### config.mk
export PLATFORM = sky130hd
export DESIGN_NAME = exp_sum_acc
export DESIGN_NICKNAME = d
export VERILOG_FILES = /design/src/logic/softmax_pkg.sv /design/src/logic/exp_sum_acc.sv
export SDC_FILE = /design/constraint.sdc
export NUM_CORES = 1
export LEC_CHECK = 0
export BUFFER_PORTS_ARGS = -buffer_cell sky130_fd_sc_hd__buf_2
export CAP_MARGIN = 20
export CORE_MARGIN = 3
export CORE_UTILIZATION = 60
export CTS_BUF_LIST = sky130_fd_sc_hd__clkbuf_8
export DETAILED_ROUTE_END_ITERATION = 10
export PLACE_DENSITY = 0.88
export SETUP_SLACK_MARGIN = 0.15
export SYNTH_ARGS = -nofsm -noshare
export SYNTH_HDL_FRONTEND = slang
export SYNTH_SLANG_ARGS = --single-unit
### constraint.sdc
create_clock -name clk -period 8.8 [get_ports clk]
set_input_delay 0.88 -clock clk [delete_from_list [all_inputs] [get_ports clk]]
set_output_delay 0.88 -clock clk [all_outputs]
set_load 0.01 [all_outputs]
### src/logic/softmax_pkg.sv
// Shared widths, stream beat types and the issue FSM encoding for the
// softmax normalization block. Every RTL file refers to these by
// scoped name, so a width change here reaches the whole datapath.

package softmax_pkg;

  // ========================================
  // Widths
  // ========================================

  // Attention coefficient, exponent is 2^coef
  localparam int COEF_WIDTH  = 5;
  // Largest exponent is 2^31
  localparam int EXP_WIDTH   = 32;
  localparam int MAX_NODES   = 16;
  // Room for MAX_NODES exponents of full size
  localparam int SUM_WIDTH   = EXP_WIDTH + $clog2(MAX_NODES);
  // Q1.31 weight
  localparam int ALPHA_WIDTH = 32;
  // Input register plus one stage per quotient bit
  localparam int DIV_LATENCY = ALPHA_WIDTH + 1;

  // ========================================
  // Stream beats
  // ========================================

  typedef struct packed {
    logic [COEF_WIDTH-1:0] coef;
    logic                  last;
  } coef_beat_t;

  typedef struct packed {
    logic [EXP_WIDTH-1:0] value;
    logic                 last;
  } exp_beat_t;

  typedef struct packed {
    logic [ALPHA_WIDTH-1:0] alpha;
    logic                   last;
  } alpha_beat_t;

  // Divider issue FSM
  typedef enum logic {
    ST_LOAD,
    ST_RUN
  } issue_state_t;

endpackage

### src/logic/exp_sum_acc.sv
// Input side of the softmax block. Accepts coefficient beats, turns each
// into its base-2 exponent and pushes it to the dividend FIFO in the
// transfer cycle. The running group sum goes to the divisor FIFO one
// cycle after the last beat of the group.

`timescale 1ns/100ps

module exp_sum_acc (
  input  logic                                  clk,
  input  logic                                  rst_n,
  input  softmax_pkg::coef_beat_t               coef_in,
  input  logic                                  coef_valid,
  output logic                                  coef_ready,
  input  logic                                  divd_full,
  input  logic                                  dvsr_full,
  output logic                                  divd_wr,
  output logic                                  dvsr_wr,
  output softmax_pkg::exp_beat_t                divd_din,
  output logic [softmax_pkg::SUM_WIDTH-1:0]     dvsr_din
);

  localparam int EW = softmax_pkg::EXP_WIDTH;
  localparam int SW = softmax_pkg::SUM_WIDTH;

  logic          xfer;
  logic [EW-1:0] exp_val;
  logic [SW-1:0] sum_r;
  logic [SW-1:0] sum_nxt;
  logic          first_r;

  // ========================================
  // Handshake
  // ========================================

  // A last beat also needs a divisor slot. The sum write trails the
  // beat by a cycle, so a pending write counts as a taken slot
  assign coef_ready = !divd_full && !(coef_in.last && (dvsr_full || dvsr_wr));
  assign xfer       = coef_valid && coef_ready;

  // ========================================
  // Exponent and running sum
  // ========================================

  assign exp_val = {{(EW-1){1'b0}}, 1'b1} << coef_in.coef;

  // Restart on the first beat of each group
  assign sum_nxt = (first_r ? '0 : sum_r) + {{(SW-EW){1'b0}}, exp_val};

  assign divd_wr        = xfer;
  assign divd_din.value = exp_val;
  assign divd_din.last  = coef_in.last;

  always_ff @(posedge clk) begin
    if (xfer) begin
      sum_r <= sum_nxt;
    end
  end

  always_ff @(posedge clk or negedge rst_n) begin
    if (!rst_n) begin
      first_r <= 1'b1;
      dvsr_wr <= 1'b0;
    end else begin
      if (xfer) begin
        first_r <= coef_in.last;
      end
      // Completed sum sits in sum_r during this write
      dvsr_wr <= xfer && coef_in.last;
    end
  end

  assign dvsr_din = sum_r;

endmodule

======== Word level (Yosys, flattened, before mapping) ========
Index checks and enable logic that the tools add are counted.
storage, ports and cells
  input port bits ......................... 11
  word-level logic and storage cells ...... 13
  output and inout bits ................... 72
  register bits ........................... 38
operators by class
  multiplexer cells ....................... 1
  reductions and logical operators ........ 7
  add/sub/neg operators ................... 1
  shifts and indexed selects .............. 1
operators by type and width
  kind                  count
  $add 36x32->36        1
  $mux 36               1
  $shl 1x5->32 const A  1
  $logic_and 1x1->1     4
  $logic_not 1->1       2
  $logic_or 1x1->1      1

======== Depth between registers and ports, before layout ========
  depth in word-level cells ............... 6
  mapped depth ............................ 12

======== Worst setup path before layout ========
OpenSTA, ideal clock, no wires.
  path type ............................... input-to-reg
  from .................................... in coef_in[2] in the netlist's numbering
  to ...................................... reg sum_r[34] (netlist: dvsr_din[34]) (data pin)
  cell stages on the path ................. 10
  slack ................................... 5.228 ns
  arrival ................................. 3.313 ns
  cell sequence ........................... or3b_2 -> nor2_1 -> ha_1 -> and2_4 -> a221o_1 -> a2111oi_2 -> o22ai_1 -> a31oi_1 -> a21oi_1 -> xnor2_1
RTL lines
  element                 RTL line           source
  start: declaration      exp_sum_acc.sv:11  input softmax_pkg::coef_beat_t coef_in,
  end signal: assignment  exp_sum_acc.sv:55  sum_r <= sum_nxt;
  end: declaration        exp_sum_acc.sv:27  logic [SW-1:0] sum_r;

======== Worst setup path in the final report ========
  from .................................... in coef_in[5] in the netlist's numbering
  to ...................................... reg sum_r[29] (netlist: dvsr_din[29]) (data pin)
between the ends
  cells in the longest elaborated chain, start to end .. 2
ends and longest elaborated chain
  element                RTL line           source
  $shl 1x5->32           exp_sum_acc.sv:44  assign exp_val = {{(EW-1){1'b0}}, 1'b1} << coef_in.coef;
  $add 36x32->36         exp_sum_acc.sv:47  assign sum_nxt = (first_r ? '0 : sum_r) + {{(SW-EW){1'b0}}, exp_val};
  named net sum_nxt[29]  exp_sum_acc.sv:28  logic [SW-1:0] sum_nxt;
The timed path passes the listed nets, and every way through them passes these cells.
A chain may end at the register's enable or synchronous reset.

==> impl_results.md <==
* Slew headroom at 52.67%
* Nets at 527
* Power share of the combinational group at 28.3%
* Fin Clk Skew at 0.006751 ns
* DR iter-0 viols at 316
* Final Util at 72.40%
* Crit start category: primary input
* Clock Path Buffers at 2
* Switching share of total power at 33.67%
* Row cnt at 27
* Io pins at 83
* Period utilisation layout at 43.40%
* Share of the synthesized area in the top cell type at 30.48%
* Total number of vias at 3521
* GP Congestion at 0.9512
* Status: complete, no violations
* CTS tree: yes
* Power per cell area at 123.5 nW/µm²
* Layout cell share with drive strength beyond 1 at 21.90%
* DRT antenna net count at 0
* Via/cell ratio at 6.333
* Syn Std Cell Area at 3547 µm²
* WHS at 0.3594 ns
* Htree depth at 2
* Critical Path RT at 8.93 ns
* Post-CTS setup buffer count at 0
* F_max at 261.8 MHz
* Final worst slack at 4.981 ns
* Post-Layout Inst Area at 4060 µm²
* Final Power at 0.5013 mW
* Vias in the first global route at 3370
* Critical path cell sequence: buf_2 > or3b_2 > nor2_1 > ha_1 > a211oi_1 > o21ba_2 > o21bai_1 > a211o_1 > a21oi_2 > o21ai_1 > a211oi_2
* Least-Margin Pin Slew at 0.7100 ns
* Die footprint at 6871 µm²
* CP Class: primary input to flip-flop
* Total gr overflow at 0
* Top FF cell, synth: edfxtp_1
* Synth Register Bits at 38
* # diodes at 0
* Setup violations, final at 0
* Placed Cells at 548
* Area leader, netlist: edfxtp_1
* Number of synthesized flops with an enable pin at 36
* Crit-path max FO at 8
* CP endpoint kind: flip-flop
* Clock Tree Root: clkbuf_8
* Largest net degree at the start of global routing at 38
* Post-DP HPWL at 7.834 mm
* Unique masters post-synth at 62
* Overall Global Routing Usage at 28.95%
* Cells after Synth at 412
* Synth area leaders: edfxtp_1, ha_1, nor2b_1, nor2_1, a21oi_1
* Maximum vdd drop at 0.0001238 V
* Starting Density at 63.25%
* Final critical-path required period at 3.819 ns
* Reg power frac at 45.8%
* Clk pin slew, worst setup/hold paths at 0.08 ns
* CP peak stage delay at 0.55 ns
* Final Hold Viols at 0
* TritonCTS Buffers at 5
* Psw at 0.1688 mW
* DIE WIDTH at 82.89 µm
* Global-route wire length before repair at 16.45 mm
* Area grow syn2layout at 14.46%
* Clock power frac at 25.9%
* Non-filler cells, final at 556
* Post-placement cell area at 3969 µm²
* Clock Sink Count at 38
* Max_cap viols at 0
* Seq/Total Area, Yosys at 31.92%
* Dpl ws at 4.795 ns
* # resized after CTS at 0
* Asr flop ratio synth at 5.263%
* Core ar. at 5608 µm²
* Wire per inst at 18.27 µm
* TNS Setup at 0 ns
* Die span in y at 82.89 µm
* RSZ-0062 raised after global routing: no
* Hold Buf Count CTS at 0
* Int Pwr at 0.3325 mW
* DRT Pass-1 Iters at 5
* Syn Nets at 456
* Worst EP arrival at 3.95 ns
* Hold Path Class: primary input to async pin
* Drt total wl at 10.16 mm
* Syn_area_per_cell at 8.610 µm²
* P_leak at 1.853 nW
* PortBufs at 82
* DRC viols at 0
* Antenna violations before repair at 0
* Yosys warns at 0
* Worst skew pair latency at 0.29 ns
* Critical-path top delay cell: or3b_2
* Final Max Tran Viols at 0
[cells in the final DEF, fill, tap and decap left out, types with 3 or more instances in the layout]
cell,n
a21o_1,10
a21oi_1,35
a21oi_2,3
and2_1,3
and3_1,3
buf_2,82
clkbuf_8,6
edfxtp_1,36
ha_1,32
inv_1,12
nand2_1,31
nand2b_1,8
nand3_1,11
nand3b_1,3
nand4_1,6
nor2_1,53
nor2b_1,37
nor3_1,3
o21a_1,8
o21ai_0,19
o21ai_1,4
xnor2_1,19
xor2_1,10
[area by class of cell]
cell class              instances  area, µm²
fillers                       465       1548
clock buffers                   6      82.58
well taps                      72      90.09
inverters                      11      41.29
clock inverters                 2      8.758
multi-input cells             344       2287
repair buffers                 83      417.9
flip-flops and latches         38       1132
[metal layers]
| layer | GRT usage [%] | wire (µm) | vias up |
|---|---|---|---|
| met1 | 38.04 | 4225 | 1652 |
| met5 | 0 | 0 | - |
| met4 | 10.40 | 233 | 0 |
| li1 | - | - | 1633 |
| met2 | 47.01 | 4723 | 207 |
| met3 | 6.151 | 977 | 29 |
[logic make-up after synthesis]
family	after synthesis	share of synthesized area [%]
DFF	38	31.92
buffers and inverters	30	3.598
and+or+nand+nor	167	23.39
muxes	2	0.5996
AOI/OAI and AO/OA	113	21.48
adders and majority gates	33	11.85
xor gates and xnor gates	29	7.160
[synth_stat cells (2+ instances only)]
master and instances:
inv_1 11, a21oi_1 35, or2_2 2, a41oi_1 2, or3_1 2, o22ai_1 2
o31ai_1 2, clkbuf_1 9, nand2_1 31, o221ai_1 2, a31oi_1 2, nand2b_1 8
nand3b_1 3, nor2b_1 37, xnor2_1 19, ha_1 32, a21boi_1 2, a21oi_2 3
nor2_1 53, o21ai_1 4, and2_1 3, o21ai_0 19, nand3_1 11, xor2_1 10
o21bai_1 2, buf_2 9, or3b_2 2, and3_1 3, nor3_1 3, o21a_1 8
edfxtp_1 36, a21o_1 10, nand4_1 6
[power by group through the flow]
stage | clock network, mW | logic, mW | registers, mW
after global routing | 0.139 | 0.154 | 0.232
after CTS | 0.132 | 0.139 | 0.230
final | 0.130 | 0.142 | 0.230
after global placement | 0 | 0.134 | 0.233
after floorplan | 0 | 0.103 | 0.228
after detailed placement | 0 | 0.139 | 0.234
[critical path: cells and delay by family]
family	cells	cell delay, ns
AND/OR/NAND/NOR	2	0.84
buffers and inverters	1	0.13
AO/OA/AOI/OAI	7	1.77
adder cells (fa/ha/maj)	1	0.31
[path summary, 6_finish.rpt]
path / startpoint / endpoint / slack, ns / depth (start not counted)
hold / removal: rst_n / dvsr_wr / 0.36 / 1
setup / recovery: coef_in[5] / dvsr_din[29] / 4.98 / 11
setup reg to reg: first_r / dvsr_din[28] / 5.24 / 10
min in group clk: dvsr_din[35] / dvsr_din[35] / 0.70 / 2
hold reg to reg: dvsr_din[35] / dvsr_din[35] / 0.70 / 2
max in group asynchronous: rst_n / first_r / 8.25 / 1
[flip-flops by register name (all words and copies together), names as in the netlist]
signal and cells:
first_r 1, dvsr_wr 1, dvsr_din 36
(Power assumes the default switching activity.)
