$ cat src/logic/softmax_pkg.sv
// Shared widths, stream beat types and the issue FSM encoding for the
// softmax normalization block. Every RTL file refers to these by
// scoped name, so a width change here reaches the whole datapath.

package softmax_pkg;

  // ========================================
  // Widths
  // ========================================

  // Attention coefficient, exponent is 2^coef
  localparam int COEF_WIDTH  = 5;
  // Largest exponent is 2^31
  localparam int EXP_WIDTH   = 32;
  localparam int MAX_NODES   = 16;
  // Room for MAX_NODES exponents of full size
  localparam int SUM_WIDTH   = EXP_WIDTH + $clog2(MAX_NODES);
  // Q1.31 weight
  localparam int ALPHA_WIDTH = 32;
  // Input register plus one stage per quotient bit
  localparam int DIV_LATENCY = ALPHA_WIDTH + 1;

  // ========================================
  // Stream beats
  // ========================================

  typedef struct packed {
    logic [COEF_WIDTH-1:0] coef;
    logic                  last;
  } coef_beat_t;

  typedef struct packed {
    logic [EXP_WIDTH-1:0] value;
    logic                 last;
  } exp_beat_t;

  typedef struct packed {
    logic [ALPHA_WIDTH-1:0] alpha;
    logic                   last;
  } alpha_beat_t;

  // Divider issue FSM
  typedef enum logic {
    ST_LOAD,
    ST_RUN
  } issue_state_t;

endpackage

$ cat src/logic/sync_fifo.sv
// Synchronous FIFO with first-word fall-through output.
// The head entry is always visible on dout while empty is low.
// Writes when full and reads when empty are dropped.

`timescale 1ns/100ps

module sync_fifo #(
  parameter int WIDTH = 8,
  parameter int DEPTH = 16
) (
  input  logic             clk,
  input  logic             rst_n,
  input  logic [WIDTH-1:0] din,
  input  logic             wr,
  output logic             full,
  output logic [WIDTH-1:0] dout,
  input  logic             rd,
  output logic             empty
);

  localparam int PTR_W = (DEPTH > 1) ? $clog2(DEPTH) : 1;
  localparam int CNT_W = $clog2(DEPTH + 1);

  logic [WIDTH-1:0] mem [0:DEPTH-1];
  logic [PTR_W-1:0] wr_ptr;
  logic [PTR_W-1:0] rd_ptr;
  logic [CNT_W-1:0] count;
  logic             wr_en;
  logic             rd_en;

  assign wr_en = wr && !full;
  assign rd_en = rd && !empty;
  assign full  = (count == CNT_W'(DEPTH));
  assign empty = (count == '0);
  assign dout  = mem[rd_ptr];

  always_ff @(posedge clk) begin
    if (wr_en) begin
      mem[wr_ptr] <= din;
    end
  end

  // Pointers wrap at DEPTH, which need not be a power of two
  always_ff @(posedge clk or negedge rst_n) begin
    if (!rst_n) begin
      wr_ptr <= '0;
      rd_ptr <= '0;
      count  <= '0;
    end else begin
      if (wr_en) begin
        wr_ptr <= (wr_ptr == PTR_W'(DEPTH - 1)) ? '0 : wr_ptr + 1'b1;
      end
      if (rd_en) begin
        rd_ptr <= (rd_ptr == PTR_W'(DEPTH - 1)) ? '0 : rd_ptr + 1'b1;
      end
      if (wr_en && !rd_en) begin
        count <= count + 1'b1;
      end else if (rd_en && !wr_en) begin
        count <= count - 1'b1;
      end
    end
  end

endmodule

$ cat src/logic/alpha_out_buf.sv
// Output side of the softmax block. Buffers divider results and offers
// them as the alpha valid/ready stream. The divider cannot stall, so
// this block hands out issue credit instead: every issue reserves a
// buffer slot until its result leaves through the output handshake.

`timescale 1ns/100ps

module alpha_out_buf #(
  parameter int OUT_DEPTH = 40
) (
  input  logic                      clk,
  input  logic                      rst_n,
  input  logic                      res_valid,
  input  softmax_pkg::alpha_beat_t  res_beat,
  output softmax_pkg::alpha_beat_t  alpha_out,
  output logic                      alpha_valid,
  input  logic                      alpha_ready,
  output logic                      credit_ok,
  input  logic                      div_valid
);

  localparam int CNT_W = $clog2(OUT_DEPTH + 1);

  logic             out_empty;
  logic             out_xfer;
  logic [CNT_W-1:0] outstanding;

  sync_fifo #(
    .WIDTH ($bits(softmax_pkg::alpha_beat_t)),
    .DEPTH (OUT_DEPTH)
  ) out_fifo_i (
    .clk   (clk),
    .rst_n (rst_n),
    .din   (res_beat),
    .wr    (res_valid),
    .full  (),
    .dout  (alpha_out),
    .rd    (out_xfer),
    .empty (out_empty)
  );

  assign alpha_valid = !out_empty;
  assign out_xfer    = alpha_valid && alpha_ready;

  // In flight plus stored, never above OUT_DEPTH
  always_ff @(posedge clk or negedge rst_n) begin
    if (!rst_n) begin
      outstanding <= '0;
    end else if (div_valid && !out_xfer) begin
      outstanding <= outstanding + 1'b1;
    end else if (out_xfer && !div_valid) begin
      outstanding <= outstanding - 1'b1;
    end
  end

  assign credit_ok = (outstanding < CNT_W'(OUT_DEPTH));

endmodule

$ cat config.mk
export PLATFORM = sky130hd
export DESIGN_NAME = alpha_out_buf
export DESIGN_NICKNAME = d
export VERILOG_FILES = /design/src/logic/softmax_pkg.sv /design/src/logic/sync_fifo.sv /design/src/logic/alpha_out_buf.sv
export SDC_FILE = /design/constraint.sdc
export NUM_CORES = 1
export LEC_CHECK = 0
export BUFFER_PORTS_ARGS = -buffer_cell sky130_fd_sc_hd__buf_4
export CORE_ASPECT_RATIO = 1.75
export CORE_UTILIZATION = 50
export DETAILED_ROUTE_END_ITERATION = 12
export PLACE_DENSITY_LB_ADDON = 0.1
export SYNTH_ARGS = -nofsm -noshare
export SYNTH_HDL_FRONTEND = slang
export SYNTH_SLANG_ARGS = --single-unit
$ cat constraint.sdc
create_clock -name clk -period 4.5 [get_ports clk]
set_clock_uncertainty 0.15 [all_clocks]
set_input_delay 0.225 -clock clk [delete_from_list [all_inputs] [get_ports clk]]
set_output_delay 0.225 -clock clk [all_outputs]
set_load 0.01 [all_outputs]
; ---- Word-level counts from Yosys, hierarchy flattened
; Memory sizes are Yosys's and may differ from the RTL's.
; Cells that the tools add are included.
[classes]
addsub = 6
multipliers = 0
n_div = 0
order_cmp = 1
n_eq_ne = 3
n_shift = 0
mux = 8
n_bitwise = 0
reduce_logical = 16
[ops]
columns = cell, count
row1 = $mux W6, 6
row2 = $add A6 B1 Y6 const B, 4
row3 = $eq A6 B6 Y1 const B, 3
row4 = $sub A6 B1 Y6 const B, 2
row5 = $logic_and A1 B1 Y1, 7
row6 = $logic_not A1 Y1, 6
row7 = $logic_not A6 Y1, 1
row8 = $lt A6 B6 Y1 const B, 1
row9 = $reduce_bool A2 Y1, 2
row10 = $mux W1, 2
[totals]
ff_bits = 24
latch_bits = 0
mem_bits_rw = 1320
rom_bits = 0
in_bits = 38
wordCells = 39
memories = 1
[memory_table]
columns = memory, words, word_bits, rd, rd_clocked_by_memory_dff, wr, line_no
row1 = out_fifo_i.mem, 40, 33, 1, 0, 1, sync_fifo.sv:24  ; logic [WIDTH-1:0] mem [0:DEPTH-1];

; ---- Logic depth before layout (Yosys ltp)
; Gate-level depths: netlist (run 1).
[depth]
ltp_word = 7
mapped_depth = 10
mapped_depth_nobuf = 10

; ---- Modules after synthesis
; A second synthesis (run 1) with hierarchy kept.
[hier_totals]
hier_cells = 2412
hier_area_um2 = 52233.8
[by_module_without_submodules]
columns = module, instances, cells_each, area_each_um2, seq_area_each_um2
row1 = sync_fifo, 1, 2366, 51775.9, 40088.4
row2 = alpha_out_buf, 1, 46, 457.9, 150.1

; ---- Worst setup path after synthesis (run 1)
; OpenSTA, ideal clock, no wires.
[synth_path]
path_type = register to register
from = register out_fifo_i.count[0]
to = memory out_fifo_i.mem[3][0] (netlist bit), enable pin
t_arrival_ns = 2.579
setup_slack_ns = 1.348
path_stages_with_launch = 5
n_path_buf = 0
path_cell_list = dfrtp_1 nor4_2 a311oi_1 nand3_1 nor2_1
[synth_via]
elab_chain_cells = 5
[synth_rtl]
columns = item, line_no
row1 = "start, declared", sync_fifo.sv:27  ; logic [CNT_W-1:0] count;
row2 = "start signal, assigned", sync_fifo.sv:57  ; count <= count + 1'b1;
row3 = "start signal, assigned", sync_fifo.sv:59  ; count <= count - 1'b1;
row4 = $eq A6 B6 Y1, sync_fifo.sv:33  ; assign full = (count == CNT_W'(DEPTH));
row5 = $logic_not A1 Y1, sync_fifo.sv:31  ; assign wr_en = wr && !full;
row6 = $logic_and A1 B1 Y1, sync_fifo.sv:31
row7 = $mux W1, sync_fifo.sv:38  ; if (wr_en) begin
row8 = $mux W1 (not written as such), sync_fifo.sv:39  ; mem[wr_ptr] <= din;
row9 = "end, declared", sync_fifo.sv:24
; Every way passes these cells.

==> impl_results.md, run 1 <==
- Largest net degree at the start of global routing: 98
- Rel. slew slack: 0.159
- Mapped Cells: 2399
- Row count: 155
- Kind of start point of the critical path: flop
- Worst Max-Slew Pin Slew: 1.26 ns
- GRT Total Usage: 0.262
- CP arrival: 3.88 ns
- Max Root-Sink Buffers: 3
- CTS clk-pin slew, worst paths: 0.06 ns
- Routed wire length on met3: 5.66 mm
- Unrepaired setup endpoints after global routing: false
- Final wirelength: 135 mm
- Pwr/cell area: 611 nW/um2
- P&R area growth vs syn: 14.0%
- Sequential cell fraction of total power: 0.414
- CTS buffer count: 116
- Initial Utilization: 0.506
- Period utilization: 0.945
- Proportion of layout cells with a drive suffix above 1: 0.260
- Setup TNS: 0 ns
- Most common cell in the synthesized netlist: edfxtp_1
- Routed Antenna Nets: 0
- RD Place Congestion: 0.806
- Cell Int Power: 24.9 mW
- WL per Instance: 33.4 um
- Top cell type's share of synthesized area: 0.765
- Final hold violations: 0
- Max Fclk: 235 MHz
- Yosys cell types: 58
- Core Region: 102000 um2
- WS Path Type: reg2out
- Setup slack after layout: 0.249 ns
- Worst hold slack: 0.329 ns
- Sequential share of the synthesized area: 0.776
- Worst slack, placed: 0.964 ns
- Max_cap viols: 0
- Status: finished clean
- Number of synthesized flops with an enable pin: 1320
- Clk root buf: clkbuf_16
- Syn nets: 2451
- TritonCTS clock tree: yes
- Grt total ovfl: 0
- Syn Area/Cell: 21.6 um2
- M1 WL: 50.9 mm
- Worst vdd ir: 654 uV
- Synth top area cells: edfxtp_1, mux4_2, mux2i_1, dfrtp_1, mux2_2
- Post-layout minimum cycle time: 4.25 ns
- Share of synthesized registers carrying an async set or reset: 0.0179
- Chip Height: 428 um
- Hpwl dp: 78.8 mm
- # setup viols final: 0
- CP endpoint kind: primary output
- Leakage: 19.1 nW
- Post-cts resize count: 0
- Number of antenna violations at the first check in global routing: 2
- Drc violations: 0
- Power share of the clock group: 0.277
- First-pass GRT wire length: 193 mm
- Worst skew pair latency: 0.73 ns
- Nets: 2677
- Overall via count from detail_route: 25400
- Initial drt markers: 2143
- Port bufs: 72
- Fin. max-slew vios: 0
- DR top layer: met5
- Critical path peak fanout: 40
- Die area: 105000 um2
- Clock tree sinks: 1344
- Comb pwr share: 0.309
- Via density: 6.27
- Post-synth top flop: edfxtp_1
- WP data required: 4.12 ns
- Hold crit path type: reg2reg
- Vias in the first global route: 26800
- Switching share of power: 0.311
- Post-CTS Hold Buffers: 39
- Yosys top cell by area: edfxtp_1
- Most common library cells after synthesis: edfxtp_1, mux4_2, mux2i_1
- Depth of the CTS H-tree: 3
- Syn. warnings: 0
- Width of the die: 245 um
- Net Sw Power: 11.2 mW
- Cell Area, Synth: 51800 um2
- Met2 routed WL: 74.0 mm
- I/O pins: 73
- FF+latch count, synth: 1344
- Post-CTS setup buffers: 0
- DR pass1 iterations: 5
placed cells by master (no fill, tap or decap), types with 4 or more instances in the layout:
master,count
a22o_1,34
clkinv_1,35
nor2_4,40
inv_6,5
o21ai_0,8
ha_1,12
nand3_1,5
inv_1,11
edfxtp_1,1320
a31oi_1,5
a211oi_1,34
o22ai_1,53
clkbuf_1,14
dfrtp_1,20
o221ai_1,33
dlygate4sd3_1,38
mux2_2,52
buf_12,22
xnor2_1,7
mux2i_1,219
a221oi_1,31
o2bb2ai_1,12
nor2_1,4
nor2b_1,4
bufinv_16,14
clkbuf_16,117
clkinv_2,24
buf_4,184
a21o_1,4
nand2_1,28
mux4_2,231
xor2_1,5
a21oi_1,6
nor4_1,36
path summary, 6_finish.rpt:
kind / from / end / slack [ns] / cells past startpoint
max in group asynchronous: rst_n / out_fifo_i.rd_ptr[2] / 3.66 / 4
worst min-delay path: outstanding[5] / outstanding[5] / 0.33 / 1
worst max-delay path: out_fifo_i.rd_ptr[0] / alpha_out[21] / 0.25 / 6
worst min register to register: outstanding[5] / outstanding[5] / 0.33 / 1
worst max register to register: out_fifo_i.count[0] / out_fifo_i.count[5] / 0.87 / 10
min in group asynchronous: rst_n / out_fifo_i.count[1] / 0.36 / 4
sequential cells by signal (all words and copies together) (netlist names):
signal / count
out_fifo_i.mem: 1320
out_fifo_i.rd_ptr: 6
outstanding: 6
out_fifo_i.count: 6
out_fifo_i.wr_ptr: 6
power by group through the flow:
stage / logic, mW / clock network [mW] / registers (mW)
after global routing: 11.7 / 10.6 / 15.0
final: 11.2 / 9.98 / 14.9
after floorplan: 7.07 / 0 / 14.9
after global placement: 11.2 / 0 / 15.2
after CTS: 11.3 / 10.1 / 14.9
after detailed placement: 11.3 / 0 / 15.2
per-stage QoR:
stage / util / cells / area [um2] / power, mW
after global placement: 0.536 / 3802 / 54900 / 26.3
after detailed placement: 0.536 / 3802 / 54900 / 26.5
after CTS: 0.577 / 4054 / 59100 / 36.4
after floorplan: - / 2399 / 51800 / 22.0
final: 0.577 / 4055 / 59100 / 36.1
after global routing: 0.577 / 4054 / 59100 / 37.3
layer usage:
metal  track usage  vias up
met3        0.0326      196
met4        0.0963        2
met1         0.320    13900
met5             0        -
met2         0.471      731
li1              -    10600
critical path, stage by stage, from the launching register on:
cell	delay, ns
dfrtp_4	0.70
buf_12	0.31
nor3b_1	0.97
o2bb2ai_1	0.22
nor4_1	0.10
a211oi_1	0.53
buf_4	0.23
kinds of logic after synthesis:
logic type	share of synthesized area
compound gates	0.0358
xor+xnor	0.00203
fa+ha+maj	0.00367
buf+inv	0.0145
flops	0.776
mux	0.154
simple gates	0.0139
layout make-up:
type,instances,area (um2)
diodes,1,2.50
clock buffers,131,2980
clock inverters,82,758
fillers,7548,43300
inverters,12,45.0
multi-input cells,907,11200
flip-flops and latches,1344,40300
well taps,1334,1670
repair buffers,244,2200
(Power assumes the default switching activity.)
==> inputs of run 2 (changes only) <==
Settings changed: CORE_MARGIN from default to 1, MAX_ROUTING_LAYER from default to met4, RECOVER_POWER from default to 25.
==> impl_results.md, run 2 (synthesis gave the netlist of run 1 again) <==
- Leakage: 19.0 nW (was 19.1 nW)
- Die area: 105000 um2 (unchanged)
- Row count: 155 (unchanged)
- CP delay by family, top: simple AND/OR/NAND/NOR gates (unchanged)
- CTS buffer count: 116 (unchanged)
- Period utilization: 0.953 (was 0.945)
- Depth of the CTS H-tree: 3 (unchanged)
- Kind of start point of the critical path: flop (unchanged)
- Critical path peak fanout: 40 (unchanged)
- Worst vdd ir: 654 uV (about the same)
- Setup TNS: 0 ns (unchanged)
- Final wirelength: 136 mm (was 135 mm)
- CTS clk-pin slew, worst paths: 0.06 ns (about the same)
- Post-layout minimum cycle time: 4.29 ns (was 4.25 ns)
- First-pass GRT wire length: 193 mm (about the same)
- Final hold violations: 0 (unchanged)
- WP data required: 4.12 ns (about the same)
- Pwr/cell area: 611 nW/um2 (about the same)
- RD Place Congestion: 0.817 (was 0.806)
- Crit path cell chain: buf_12, nor3b_1, o2bb2ai_1, nor4_1, a211oi_1, buf_4 (unchanged)
- Largest net degree at the start of global routing: 98 (unchanged)
- Bufs and invs on worst path: 2 (unchanged)
- Max Root-Sink Buffers: 3 (unchanged)
- Overall via count from detail_route: 25400 (about the same)
- Rel. slew slack: -0.154 (was 0.159)
- Clk root buf: clkbuf_16 (unchanged)
- # setup viols final: 0 (unchanged)
- Via density: 6.27 (about the same)
- CP max stage cell: nor3b_1 (unchanged)
- Hold crit path type: reg2reg (unchanged)
- Max FFs per register: 1320 (unchanged)
- Width of the die: 245 um (unchanged)
- Max Fclk: 233 MHz (was 235 MHz)
- Initial Utilization: 0.506 (unchanged)
- Max_cap viols: 20 (was 0)
- Nets: 2677 (unchanged)
- Number of antenna violations at the first check in global routing: 2 (unchanged)
- Port bufs: 72 (unchanged)
- Placed Instances: 3802 (unchanged)
- CP endpoint kind: primary output (unchanged)
- DR pass1 iterations: 5 (unchanged)
- WL per Instance: 33.4 um (about the same)
- Chip Height: 428 um (unchanged)
- P&R area growth vs syn: 13.8% (was 14.0%)
- Clock tree sinks: 1344 (unchanged)
- Unrepaired setup endpoints after global routing: false (unchanged)
- GRT Total Usage: 0.270 (was 0.262)
- Fin. max-slew vios: 779 (was 0)
- Proportion of layout cells with a drive suffix above 1: 0.252 (was 0.260)
- Largest register by flop count: out_fifo_i.mem (unchanged)
- Initial drt markers: 2339 (was 2143)
- Worst Max-Slew Pin Slew: 1.73 ns (was 1.26 ns)
- Failing checks: capacitance limit, slew limit
- Most frequent cells in the layout: edfxtp_1, mux4_2, mux2i_1 (unchanged)
- CP max stage delay: 1.00 ns (was 0.97 ns)
- Post-CTS setup buffers: 0 (unchanged)
- Filler instances: 7565 (was 7548)
- Hpwl dp: 78.8 mm (unchanged)
- TritonCTS clock tree: yes (unchanged)
- I/O pins: 73 (unchanged)
- Vias in the first global route: 26700 (was 26800)
- WS Path Type: reg2out (unchanged)
- Most common cell after layout, fill and taps aside: edfxtp_1 (unchanged)
- Fin util: 0.576 (was 0.577)
- Fin cells: 4056 (was 4055)
- Status: complete, but fails checks (was finished clean)
- Drc violations: 0 (unchanged)
- Core Region: 102000 um2 (unchanged)
- CP arrival: 3.91 ns (was 3.88 ns)
- Grt total ovfl: 0 (unchanged)
- Routed Antenna Nets: 0 (unchanged)
- Worst skew pair latency: 0.73 ns (about the same)
run 2: path summary, 6_finish.rpt:
kind,start,endpoint,slack [ns],cells past startpoint
setup / recovery,out_fifo_i.rd_ptr[0],alpha_out[21],0.21,6
hold / removal,outstanding[5],outstanding[5],0.32,1
setup reg to reg,out_fifo_i.count[0],out_fifo_i.count[5],0.82,10
hold reg to reg,outstanding[5],outstanding[5],0.32,1
max in group asynchronous,rst_n,out_fifo_i.rd_ptr[2],3.67,4
min in group asynchronous,rst_n,out_fifo_i.rd_ptr[0],0.35,4
run 2: worst register-to-register path, stage by stage (launching register included):
cell and delay (ns):
dfrtp_1 0.45, nor4_2 0.61, a21oi_1 0.35, inv_1 0.21, ha_1 0.31, inv_1 0.15, ha_1 0.35, or4_1 0.54
o311a_1 0.15, o311ai_0 0.15, xor2_1 0.12
run 2: repair_timing:
item / 4_1_cts / 5_1_grt
endpoints found under the hold margin: 1358 / 0
hold buffers: 39 / 0
setup endpoints to repair: 0 / 0
gates resized for setup: 0 / 0
run 2: layout make-up:
class	instances	area (um2)	area share
Inverter	12	45.0	0.000763
Clock buffer	131	2980	0.0505
Tap cell	1334	1670	0.0283
Timing Repair Buffer	244	2120	0.0359
Sequential cell	1344	40300	0.682
Antenna cell	2	5.00	0.0000848
Multi-Input combinational cell	907	11200	0.189
Clock inverter	82	758	0.0129
run 2: metrics by stage:
stage | worst slack [ns] | hold slack, ns | area [um2] | total power, mW
after floorplan | 1.35 | -0.221 | 51800 | 22.0
after global placement | 1.05 | 0.00355 | 54900 | 26.3
after detailed placement | 0.964 | 0.0131 | 54900 | 26.5
after CTS | 0.194 | 0.290 | 59100 | 36.4
after global routing | 0.151 | 0.356 | 59000 | 37.3
final | 0.212 | 0.324 | 59000 | 36.1
run 2: layer usage:
metal / track usage / routed length (um) / vias to the layer above
met2: 0.473 / 74300 / 739
li1: - / - / 10600
met4: 0.0916 / 4460 / 0
met5: - / 0 / -
met3: 0.0323 / 5910 / 193
met1: 0.321 / 50800 / 13900
run 2: power by group:
part | switching (mW) | leakage, nW | internal (mW)
clock network | 4.44 | 1.84 | 5.54
registers | 0.441 | 12.2 | 14.5
logic | 6.33 | 5.02 | 4.81
