<file path="src/logic/sync_fifo.sv">
// Synchronous FIFO with first-word fall-through output.
// The head entry is always visible on dout while empty is low.
// Writes when full and reads when empty are dropped.

`timescale 1ns/100ps

module sync_fifo #(
  parameter int WIDTH = 8,
  parameter int DEPTH = 16
) (
  input  logic             clk,
  input  logic             rst_n,
  input  logic [WIDTH-1:0] din,
  input  logic             wr,
  output logic             full,
  output logic [WIDTH-1:0] dout,
  input  logic             rd,
  output logic             empty
);

  localparam int PTR_W = (DEPTH > 1) ? $clog2(DEPTH) : 1;
  localparam int CNT_W = $clog2(DEPTH + 1);

  logic [WIDTH-1:0] mem [0:DEPTH-1];
  logic [PTR_W-1:0] wr_ptr;
  logic [PTR_W-1:0] rd_ptr;
  logic [CNT_W-1:0] count;
  logic             wr_en;
  logic             rd_en;

  assign wr_en = wr && !full;
  assign rd_en = rd && !empty;
  assign full  = (count == CNT_W'(DEPTH));
  assign empty = (count == '0);
  assign dout  = mem[rd_ptr];

  always_ff @(posedge clk) begin
    if (wr_en) begin
      mem[wr_ptr] <= din;
    end
  end

  // Pointers wrap at DEPTH, which need not be a power of two
  always_ff @(posedge clk or negedge rst_n) begin
    if (!rst_n) begin
      wr_ptr <= '0;
      rd_ptr <= '0;
      count  <= '0;
    end else begin
      if (wr_en) begin
        wr_ptr <= (wr_ptr == PTR_W'(DEPTH - 1)) ? '0 : wr_ptr + 1'b1;
      end
      if (rd_en) begin
        rd_ptr <= (rd_ptr == PTR_W'(DEPTH - 1)) ? '0 : rd_ptr + 1'b1;
      end
      if (wr_en && !rd_en) begin
        count <= count + 1'b1;
      end else if (rd_en && !wr_en) begin
        count <= count - 1'b1;
      end
    end
  end

endmodule

</file>
<file path="config.mk">
export PLATFORM = sky130hd
export DESIGN_NAME = sync_fifo
export DESIGN_NICKNAME = d
export VERILOG_FILES = /design/src/logic/sync_fifo.sv
export SDC_FILE = /design/constraint.sdc
export NUM_CORES = 1
export LEC_CHECK = 0
export BUFFER_PORTS_ARGS = -buffer_cell sky130_fd_sc_hd__buf_2
export CAP_MARGIN = 40
export CORE_ASPECT_RATIO = 0.75
export CORE_MARGIN = 1.5
export CORE_UTILIZATION = 45
export CTS_CLUSTER_SIZE = 20
export DETAILED_ROUTE_END_ITERATION = 16
export PLACE_DENSITY_LB_ADDON = 0.3
export SLEW_MARGIN = 10
export SYNTH_ARGS = -nofsm -noshare
export SYNTH_HDL_FRONTEND = slang
export SYNTH_SLANG_ARGS = --single-unit
</file>
<file path="constraint.sdc">
create_clock -name clk -period 4.87 [get_ports clk]
set_input_delay 0.974 -clock clk [delete_from_list [all_inputs] [get_ports clk]]
set_output_delay 0.974 -clock clk [all_outputs]
set_load 0.01 [all_outputs]
</file>
=== Word-level counts from Yosys, hierarchy flattened ===
Memories as Yosys holds them, arrays and structs flattened.
Index checks and enable logic that the tools add are counted.

* Eq/ne operators: 3
* Mux-type cells: 6
* Reduce and logical (&&, ||, !) cells: 10
* Add/sub/neg operators: 4

{| class="wikitable"
|+ Operator list
! cell !! count
|-
| $mux W5 || 2
|-
| $add A4 B1 Y4 const B || 2
|-
| $eq A4 B4 Y1 const B || 2
|-
| $mux W4 || 2
|-
| $add A5 B1 Y5 const B || 1
|-
| $eq A5 B5 Y1 const B || 1
|-
| $logic_not A5 Y1 || 1
|-
| $sub A5 B1 Y5 const B || 1
|-
| $logic_and A1 B1 Y1 || 4
|-
| $logic_not A1 Y1 || 4
|-
| $mux W1 || 2
|-
| $reduce_bool A2 Y1 || 1
|}

* Input bits: 12
* Memories: 1
* Flip-flop bits (word level): 13
* Word-level logic and storage cells: 27
* Output and inout port bits: 10
* Bits in writable memories: 128

{| class="wikitable"
|+ Memories
! memory !! words !! width !! rd ports !! clocked after memory_dff !! wr ports !! RTL line !! RTL
|-
| mem || 16 || 8 || 1 || 0 || 1 || 24 || <nowiki>logic [WIDTH-1:0] mem [0:DEPTH-1];</nowiki>
|}

=== Logic depth before layout (Yosys ltp) ===
Gate-level depths: netlist (run 1).

* Depth after elaboration: 7
* Gate-level depth with buffers: 11
* Depth with buffers taken out: 10

=== Worst setup path after synthesis (run 1) ===
Ideal clock, no wire load.

* Path type: flip-flop to flip-flop
* From: reg count[1]
* To: reg count[4]
* Library setup time: 0.080 ns
* Path buffers: 1
* Clock period less this slack: 2.686 ns
* Data required time: 4.790 ns
* Setup slack: 2.184 ns
* Cell stages (with the launch flop): 12
* Arrival: 2.606 ns
* Cell sequence: dfrtp_1 > or4_4 > nor2_2 > nor2b_1 > buf_2 > ha_1 > inv_1 > ha_1 > a21o_1 > a21oi_1 > mux2i_1 > xnor2_1

* Longest elaborated chain between the ends: 6
* Elaborated cells on any way between the ends: 15
* Those cells by class: 2 x add/sub; 1 x eq/ne; 2 x mux; 10 x reduce/logical

{| class="wikitable"
|+ RTL lines
! item !! RTL line !! RTL
|-
| start, declared || 27 || <nowiki>logic [CNT_W-1:0] count;</nowiki>
|-
| start signal, assigned || 57 || <nowiki>count <= count + 1'b1;</nowiki>
|-
| start signal, assigned || 59 || <nowiki>count <= count - 1'b1;</nowiki>
|-
| $eq A5 B5 Y1 (*) || 33 || <nowiki>assign full = (count == CNT_W'(DEPTH));</nowiki>
|-
| via full || 15 || <nowiki>output logic full,</nowiki>
|-
| $logic_not A1 Y1 (*) || 31 || <nowiki>assign wr_en = wr && !full;</nowiki>
|-
| $logic_and A1 B1 Y1 (*) || 31 ||
|-
| via wr_en || 28 || <nowiki>logic wr_en;</nowiki>
|-
| $logic_not A1 Y1 || 58 || <nowiki>end else if (rd_en && !wr_en) begin</nowiki>
|-
| $logic_and A1 B1 Y1 || 58 ||
|-
| $reduce_bool A2 Y1 (no line) || -- ||
|}

Mark *: on every way through the listed nets, which the timed path passes. The rest lies on a longest branch. The select of a mux whose other input is x is not followed.
A chain may end at the register's enable or synchronous reset.

=== Worst setup path in the final report (run 1) ===
* From: reg rd_ptr[1]
* To: out dout[4]

* Longest elaborated chain between the ends: 1

{| class="wikitable"
|+ RTL lines
! item !! RTL line !! RTL
|-
| start, declared || 26 || <nowiki>logic [PTR_W-1:0] rd_ptr;</nowiki>
|-
| start signal, assigned || 54 || <nowiki>rd_ptr <= (rd_ptr == PTR_W'(DEPTH - 1)) ? '0 : rd_ptr + 1'b1;</nowiki>
|-
| $mem_v2 Z16 W8 || -- ||
|-
| end, declared || 16 || <nowiki>output logic [WIDTH-1:0] dout,</nowiki>
|}

No other way between the ends.

==> PnR_summary.wiki, run 1 <==
{| class="wikitable"
! Metric !! Value
|-
| Period utilisation layout || 0.764
|-
| Io pins || 22
|-
| Clock buffers created by TritonCTS || 17
|-
| Fraction of power spent switching nets || 0.312
|-
| Critical path data required time || 3900 ps
|-
| RSZ-0062 raised after global routing || false
|-
| Overall power || 4.17 mW
|-
| Average wire per cell in the routed design || 20.8 µm
|-
| Pre-Repair DR Iteration Count || 7
|-
| Number of design rule violations left after detail routing || 0
|-
| Mean cell area of the mapped netlist || 18.1 µm²
|-
| Die extent in y || 102 µm
|-
| Synth-to-Final Area Change || 15.1%
|-
| WP data arrival || 2740 ps
|-
| Critical path fanouts, max || 26
|-
| Clock period minus final worst setup slack || 3720 ps
|-
| Critical-path cell with the highest stage delay || sky130_fd_sc_hd__dfrtp_2
|-
| Detailed router's first-iteration violation count || 269
|-
| Final setup violating endpoints || 0
|-
| Total power density per cell area || 612 mW/mm²
|-
| Post-route clock skew || 5.83 ps
|-
| Cell-internal power || 2.87 mW
|-
| Number of buffers between clock root and the deepest sink || 2
|-
| Cell type contributing the most total cell area after synthesis || sky130_fd_sc_hd__edfxtp_1
|-
| Met3 usage in global routing || 0.0387
|-
| Remaining number of nets flagged by the antenna check after routing || 0
|-
| Leakage component of the power || 2.35 nW
|-
| Area of the multi-input gates || 0.00157 mm²
|-
| Via count of the first global-routing pass || 2917
|-
| Detailed placer's ending HPWL || 7.58 mm
|-
| Number of fillers in the final layout || 1003
|-
| Class of the most critical hold timing path || in2async
|-
| Fraction of power consumed by the clock network || 0.317
|-
| Total standard cell area after synthesis || 0.00592 mm²
|-
| Number of failing hold endpoints at the final stage || 0
|-
| Clock tree from TritonCTS || done
|-
| Number of warnings reported in the yosys synthesis log || 0
|-
| Antenna violations before repair || 0
|-
| First-pass GRT wire length || 17.5 mm
|-
| Post-synth ARST share || 0.0922
|-
| Net count reported at finish || 382
|-
| Area of the core || 0.0129 mm²
|-
| Fmax || 0.269 GHz
|-
| Number of post-CTS setup repair buffers || 0
|-
| Antenna diode count || 0
|-
| DIE AREA || 0.0139 mm²
|-
| Effective utilization at floorplan || 0.458
|-
| Net switching power || 1.30 mW
|-
| Sequential-to-total area share from yosys stat || 0.704
|-
| Most crowded layer after global routing || met1
|-
| Total of max-cap violations || 0
|-
| Die W || 135 µm
|-
| Launching element type of the critical path || flop
|-
| Distinct cell type count of the synthesized netlist || 38
|-
| Portion of synthesized cell area occupied by the leading cell type || 0.649
|-
| Number of instances resized during post-cts repair || 0
|-
| Clock latency reported for the late side of the worst-skew pair || 410 ps
|-
| Cts-stage hold buffer count || 0
|-
| Register cell area after layout || 0.00417 mm²
|-
| Fraction of met2 tracks used by global routing || 0.258
|-
| Ranking of synthesized cells by instance count || 128 x sky130_fd_sc_hd__edfxtp_1, 24 x sky130_fd_sc_hd__mux4_2, 16 x sky130_fd_sc_hd__nor2_1
|-
| Combinational Power Share || 0.281
|-
| Clk slew on worst S/H paths || 60 ps
|-
| Status || finished clean
|-
| Crit end category || output pin
|-
| Largest net degree at the start of global routing || 27
|-
| Cell-by-cell trace of the critical path || buf_4 -> mux4_2 -> inv_1 -> o21ai_1 -> a221o_1 -> buf_2
|-
| CP peak stage delay || 840 ps
|-
| Cells after Synth || 327
|-
| Number of synthesized flops with an enable pin || 128
|-
| Critical path class || reg2out
|-
| Cell class contributing the biggest share of worst-path delay || flip-flops
|-
| Overall global routing resource usage || 0.181
|-
| Headroom to the max-slew limit || 0.423
|-
| Number of vias per cell || 5.50
|-
| Dominant register cell in the synthesized netlist || sky130_fd_sc_hd__edfxtp_1
|-
| Clk Tree Root Cell || sky130_fd_sc_hd__clkbuf_16
|-
| Share of cells above drive strength 1 || 0.306
|-
| Total number of H-tree levels || 4
|-
| Top-count cell post-synth || sky130_fd_sc_hd__edfxtp_1
|-
| Global routing met1 resource utilization || 0.272
|-
| CP bufs+invs || 3
|-
| Via count of the routed design || 2984
|-
| Transition at the pin with the smallest max-transition slack || 862 ps
|-
| Number of sinks handled by clock tree synthesis || 141
|-
| Input/output buffers || 21
|-
| Count of pins over their slew limit || 0
|-
| Fraction of power consumed by sequential logic || 0.403
|-
| Fin Setup TNS || 0 ps
|-
| Post-synthesis net count || 350
|-
| VDD IR max || 279 µV
|-
| Final weighted congestion of routability-driven global placement || 0.751
|-
| Overall routed net length || 11.3 mm
|-
| # rows || 36
|-
| Biggest area contributors in the synthesized netlist || sky130_fd_sc_hd__edfxtp_1 65%, sky130_fd_sc_hd__mux4_2 9.1%, sky130_fd_sc_hd__dfrtp_1 5.5%
|-
| Total of flip-flops plus latches after synthesis || 141
|-
| Total gr overflow || 0
|}
cells in the final DEF, fill, tap and decap left out, types with 2 or more instances in the layout:
cell type,Yosys,final
sky130_fd_sc_hd__edfxtp_1,128,128
sky130_fd_sc_hd__mux4_2,24,24
sky130_fd_sc_hd__buf_2,5,21
sky130_fd_sc_hd__clkbuf_16,0,17
sky130_fd_sc_hd__nor2_1,16,16
sky130_fd_sc_hd__inv_1,15,15
sky130_fd_sc_hd__nand2_1,15,15
sky130_fd_sc_hd__o21ai_1,12,12
sky130_fd_sc_hd__dfrtp_1,13,11
sky130_fd_sc_hd__mux2_4,10,10
sky130_fd_sc_hd__ha_1,10,10
sky130_fd_sc_hd__nor2b_1,9,9
sky130_fd_sc_hd__o221ai_2,8,8
sky130_fd_sc_hd__a221o_1,8,8
sky130_fd_sc_hd__buf_4,2,7
sky130_fd_sc_hd__mux2_2,5,5
sky130_fd_sc_hd__nor3_1,5,5
sky130_fd_sc_hd__xnor2_1,5,5
sky130_fd_sc_hd__clkinvlp_4,0,5
sky130_fd_sc_hd__nand3_1,4,4
sky130_fd_sc_hd__inv_6,0,4
sky130_fd_sc_hd__nand2b_1,3,3
sky130_fd_sc_hd__o21ai_0,3,3
sky130_fd_sc_hd__a21o_1,3,3
sky130_fd_sc_hd__a21oi_1,3,3
sky130_fd_sc_hd__bufinv_16,0,3
sky130_fd_sc_hd__dfrtp_2,0,2
worst register-to-register path, delay by kind of cell (launching register included):
kind	cells	cell delay, ps
flops	1	420
mux	1	270
fa+ha+maj	2	570
compound gates	2	380
buf+inv	1	150
xor+xnor	1	140
simple gates	3	860
power groups by stage:
| stage | combinational [mW] | clock (mW) | sequential (mW) |
|---|---|---|---|
| 2_1_floorplan | 1.00 | 0 | 1.55 |
| 3_3_place_gp | 1.09 | 0 | 1.73 |
| 3_5_place_dp | 1.18 | 0 | 1.71 |
| 4_1_cts | 1.18 | 1.34 | 1.68 |
| 5_1_grt | 1.28 | 1.40 | 1.71 |
| 6_report | 1.17 | 1.32 | 1.68 |
per-layer routing:
metal  vias to the layer above  share of wire
met1                      1533           0.49
met3                        11          0.053
met4                         0          0.011
li1                       1345              -
met2                        95           0.44
met5                         -              0
flip-flops by register name, indices dropped and copies added, names as in the netlist:
name,count
wr_ptr,4
mem,128
rd_ptr,4
count,5
through the flow:
step                       util  hold WS [ps]  std cells  setup slack [ps]  cell area [µm²]
after floorplan               -           480        327              2180             5920
after global placement    0.476           501        508              1520             6160
after detailed placement  0.480           511        511              1540             6200
after CTS                 0.527           440        543              1110             6810
after global routing      0.527           451        543              1000             6810
final                     0.527           440        543              1150             6810
worst paths after layout:
check | cells after the start | slack (ps) | endpoint | from
setup / recovery | 6 | 1150 | dout[4] | rd_ptr[1]
hold / removal | 1 | 440 | count[3] | rst_n
min in group clk | 1 | 520 | count[4] | count[4]
setup reg to reg | 10 | 2000 | count[4] | count[1]
hold reg to reg | 1 | 520 | count[4] | count[4]
max in group asynchronous | 1 | 4190 | rd_ptr[1] | rst_n
cell type report:
type                    instances  area share
clock buffers                  17      0.0624
clock inverters                15      0.0275
inverters                      16     0.00881
multi-input cells             154       0.230
flip-flops and latches        141       0.612
well taps                     171      0.0314
repair buffers                 29      0.0272
cell families after synthesis:
logic type | count (synthesis) | synth area share
compound gates | 40 | 0.0571
flops | 141 | 0.704
simple gates | 56 | 0.0450
buf+inv | 32 | 0.0304
mux | 41 | 0.130
fa+ha+maj | 11 | 0.0245
xor+xnor | 6 | 0.00888
Note: power is estimated with default switching activity, not from simulation.
==> inputs of run 2 (changes only) <==
- clock period: 4.87 -> 3.3 ns (I/O delays scaled with it)
==> PnR_summary.wiki, run 2 (synthesized netlist as in run 1, its figures left out) <==
{| class="wikitable"
! Metric !! Value
|-
| Status || finished clean (unchanged)
|-
| Critical path data required time || 2640 ps (was 3900 ps)
|-
| Area of the core || 0.0129 mm² (unchanged)
|-
| Overall global routing resource usage || 0.195 (was 0.181)
|-
| Effective utilization at floorplan || 0.458 (unchanged)
|-
| RR Startpoint || count[1] (unchanged)
|-
| Final Core Density || 0.533 (was 0.527)
|-
| Total power density per cell area || 890 mW/mm² (was 612 mW/mm²)
|-
| Number of post-CTS setup repair buffers || 0 (unchanged)
|-
| Input/output buffers || 21 (unchanged)
|-
| Most common library cell in the layout ignoring fill and taps || sky130_fd_sc_hd__edfxtp_1 (unchanged)
|-
| First-pass GRT wire length || 18.8 mm (was 17.5 mm)
|-
| Cell-by-cell trace of the critical path || buf_12 -> mux2_2 -> o221ai_2 -> o21ai_1 -> a221o_1 -> buf_2 (was buf_4 -> mux4_2 -> inv_1 -> o21ai_1 -> a221o_1 -> buf_2)
|-
| Die W || 135 µm (unchanged)
|-
| Register cell area after layout || 0.00417 mm² (about the same)
|-
| Number of flip-flops under the largest register name || 128 (unchanged)
|-
| Total number of H-tree levels || 4 (unchanged)
|-
| Number of sinks handled by clock tree synthesis || 141 (unchanged)
|-
| Pre-Repair DR Iteration Count || 4 (was 7)
|-
| Clock tree from TritonCTS || done (unchanged)
|-
| DIE AREA || 0.0139 mm² (unchanged)
|-
| CP peak stage delay || 520 ps (was 840 ps)
|-
| Launching element type of the critical path || flop (unchanged)
|-
| Headroom to the max-slew limit || 0.505 (was 0.423)
|-
| Number of buffers between clock root and the deepest sink || 2 (unchanged)
|-
| Die extent in y || 102 µm (unchanged)
|-
| Worst r2r dst || count[4] (unchanged)
|-
| Total gr overflow || 0 (unchanged)
|-
| Area of the multi-input gates || 0.00157 mm² (unchanged)
|-
| Total of max-cap violations || 0 (unchanged)
|-
| Antenna diode count || 0 (unchanged)
|-
| Fmax || 0.322 GHz
|-
| Via count of the first global-routing pass || 3041 (was 2917)
|-
| Average wire per cell in the routed design || 21.7 µm (was 20.8 µm)
|-
| Detailed router's first-iteration violation count || 281 (was 269)
|-
| Count of pins over their slew limit || 0 (unchanged)
|-
| RSZ-0062 raised after global routing || false (unchanged)
|-
| Critical path fanouts, max || 35 (was 26)
|-
| Overall routed net length || 12.1 mm (was 11.3 mm)
|-
| VDD IR max || 441 µV (was 279 µV)
|-
| Number of design rule violations left after detail routing || 0 (unchanged)
|-
| Largest net degree at the start of global routing || 36 (was 27)
|-
| Number of vias per cell || 5.47 (was 5.50)
|-
| Critical path class || reg2out (unchanged)
|-
| Fin Setup TNS || 0 ps (unchanged)
|-
| Leakage component of the power || 2.42 nW (was 2.35 nW)
|-
| Overall power || 6.14 mW (was 4.17 mW)
|-
| Cts-stage hold buffer count || 0 (unchanged)
|-
| Timing startpoint of the critical path || rd_ptr[1] (unchanged)
|-
| WP data arrival || 2450 ps (was 2740 ps)
|-
| Regs by FF count || mem: 128 flops, count: 5 flops (unchanged)
|-
| Clock latency reported for the late side of the worst-skew pair || 410 ps (about the same)
|-
| Final setup violating endpoints || 0 (unchanged)
|-
| Critical-path cell with the highest stage delay || sky130_fd_sc_hd__dfrtp_2 (unchanged)
|-
| Number of fillers in the final layout || 1036 (was 1003)
|-
| Clk slew on worst S/H paths || 60 ps (about the same)
|-
| Share of cells above drive strength 1 || 0.330 (was 0.306)
|-
| Clock buffers created by TritonCTS || 17 (unchanged)
|-
| # rows || 36 (unchanged)
|-
| Via count of the routed design || 3039 (was 2984)
|-
| Post-route clock skew || 7.48 ps (was 5.83 ps)
|-
| Clk Tree Root Cell || sky130_fd_sc_hd__clkbuf_16 (unchanged)
|-
| Final weighted congestion of routability-driven global placement || 0.776 (was 0.751)
|-
| Detailed placer's ending HPWL || 7.72 mm (was 7.58 mm)
|-
| Post-placement cell area || 0.00629 mm² (was 0.00620 mm²)
|-
| Number of instances resized during post-cts repair || 1 (was 0)
|-
| Transition at the pin with the smallest max-transition slack || 741 ps (was 862 ps)
|-
| Io pins || 22 (unchanged)
|-
| Most used cells in the layout excluding fill and tap cells || 128 x sky130_fd_sc_hd__edfxtp_1, 24 x sky130_fd_sc_hd__mux4_2, 21 x sky130_fd_sc_hd__buf_2 (unchanged)
|-
| Remaining number of nets flagged by the antenna check after routing || 0 (unchanged)
|-
| Antenna violations before repair || 0 (unchanged)
|-
| Minimum hold slack || 130 ps (was 440 ps)
|-
| Period utilisation layout || 0.943
|-
| Net count reported at finish || 395 (was 382)
|-
| Cell area after layout || 0.00689 mm² (was 0.00681 mm²)
|-
| Clock period minus final worst setup slack || 3110 ps
|-
| Minimum setup slack among reg-to-reg paths || 460 ps (was 2000 ps)
|-
| Number of failing hold endpoints at the final stage || 0 (unchanged)
|-
| Top reg by flops || mem (unchanged)
|-
| Cell depth of the worst flop-to-flop path || 10 (unchanged)
|-
| Endpoint of the worst setup timing path || dout[1] (was dout[4])
|-
| Class of the most critical hold timing path || in2async (unchanged)
|-
| Synth-to-Final Area Change || 16.5% (was 15.1%)
|-
| Crit end category || output pin (unchanged)
|}
-- run 2: cell count changes in the layout (fill, tap and decap cells not counted), sizes merged --
cell / before / now
clkbuf: 17 / 22
bufinv: 3 / 0
inv: 21 / 19
clkinv: 2 / 4
buf: 29 / 42
clkinvlp: 5 / 3
-- run 2: critical path, delay by kind of cell, from the launching register on --
kind	cells	cell delay, ps
compound gates	3	700
buf+inv	2	410
flops	1	520
mux	1	380
-- run 2: cell type report --
cell class	count	share of cell area
sequential	141	0.605
multi-input combinational	154	0.228
clock buffer	22	0.0766
timing repair buffer	42	0.0399
tap	171	0.0310
clock inverter	10	0.0105
inverter	16	0.00871
-- run 2: how the worst min path moves through the flow --
stage | to | depth (start not counted) | slack [ps]
3_3_place_gp | count[4] | 1 | 500
3_5_place_dp | count[4] | 1 | 520
5_1_grt | wr_ptr[0] | 1 | 140
6_report | count[3] | 1 | 130
2_1_floorplan | count[0] | 0 | 360
4_1_cts | wr_ptr[0] | 1 | 130
-- run 2: stage by stage --
step	setup WS, ps	std cells
2_1_floorplan	614	327
3_3_place_gp	424	524
3_5_place_dp	376	524
4_1_cts	167	556
5_1_grt	34.8	556
6_report	190	556
-- run 2: routing by layer --
layer	wire (µm)	GRT usage	up-vias	share of wire
met3	780	0.0541	15	0.065
met2	5420	0.287	94	0.45
met1	5760	0.287	1559	0.48
li1	-	-	1371	-
met4	119	0.0529	0	0.0099
met5	0	0	-	0
-- run 2: where the power goes --
group	leakage, nW	switching [mW]	internal (mW)
sequential	1.31	0.236	2.18
combinational	0.817	0.957	0.880
clock	0.291	0.738	1.14
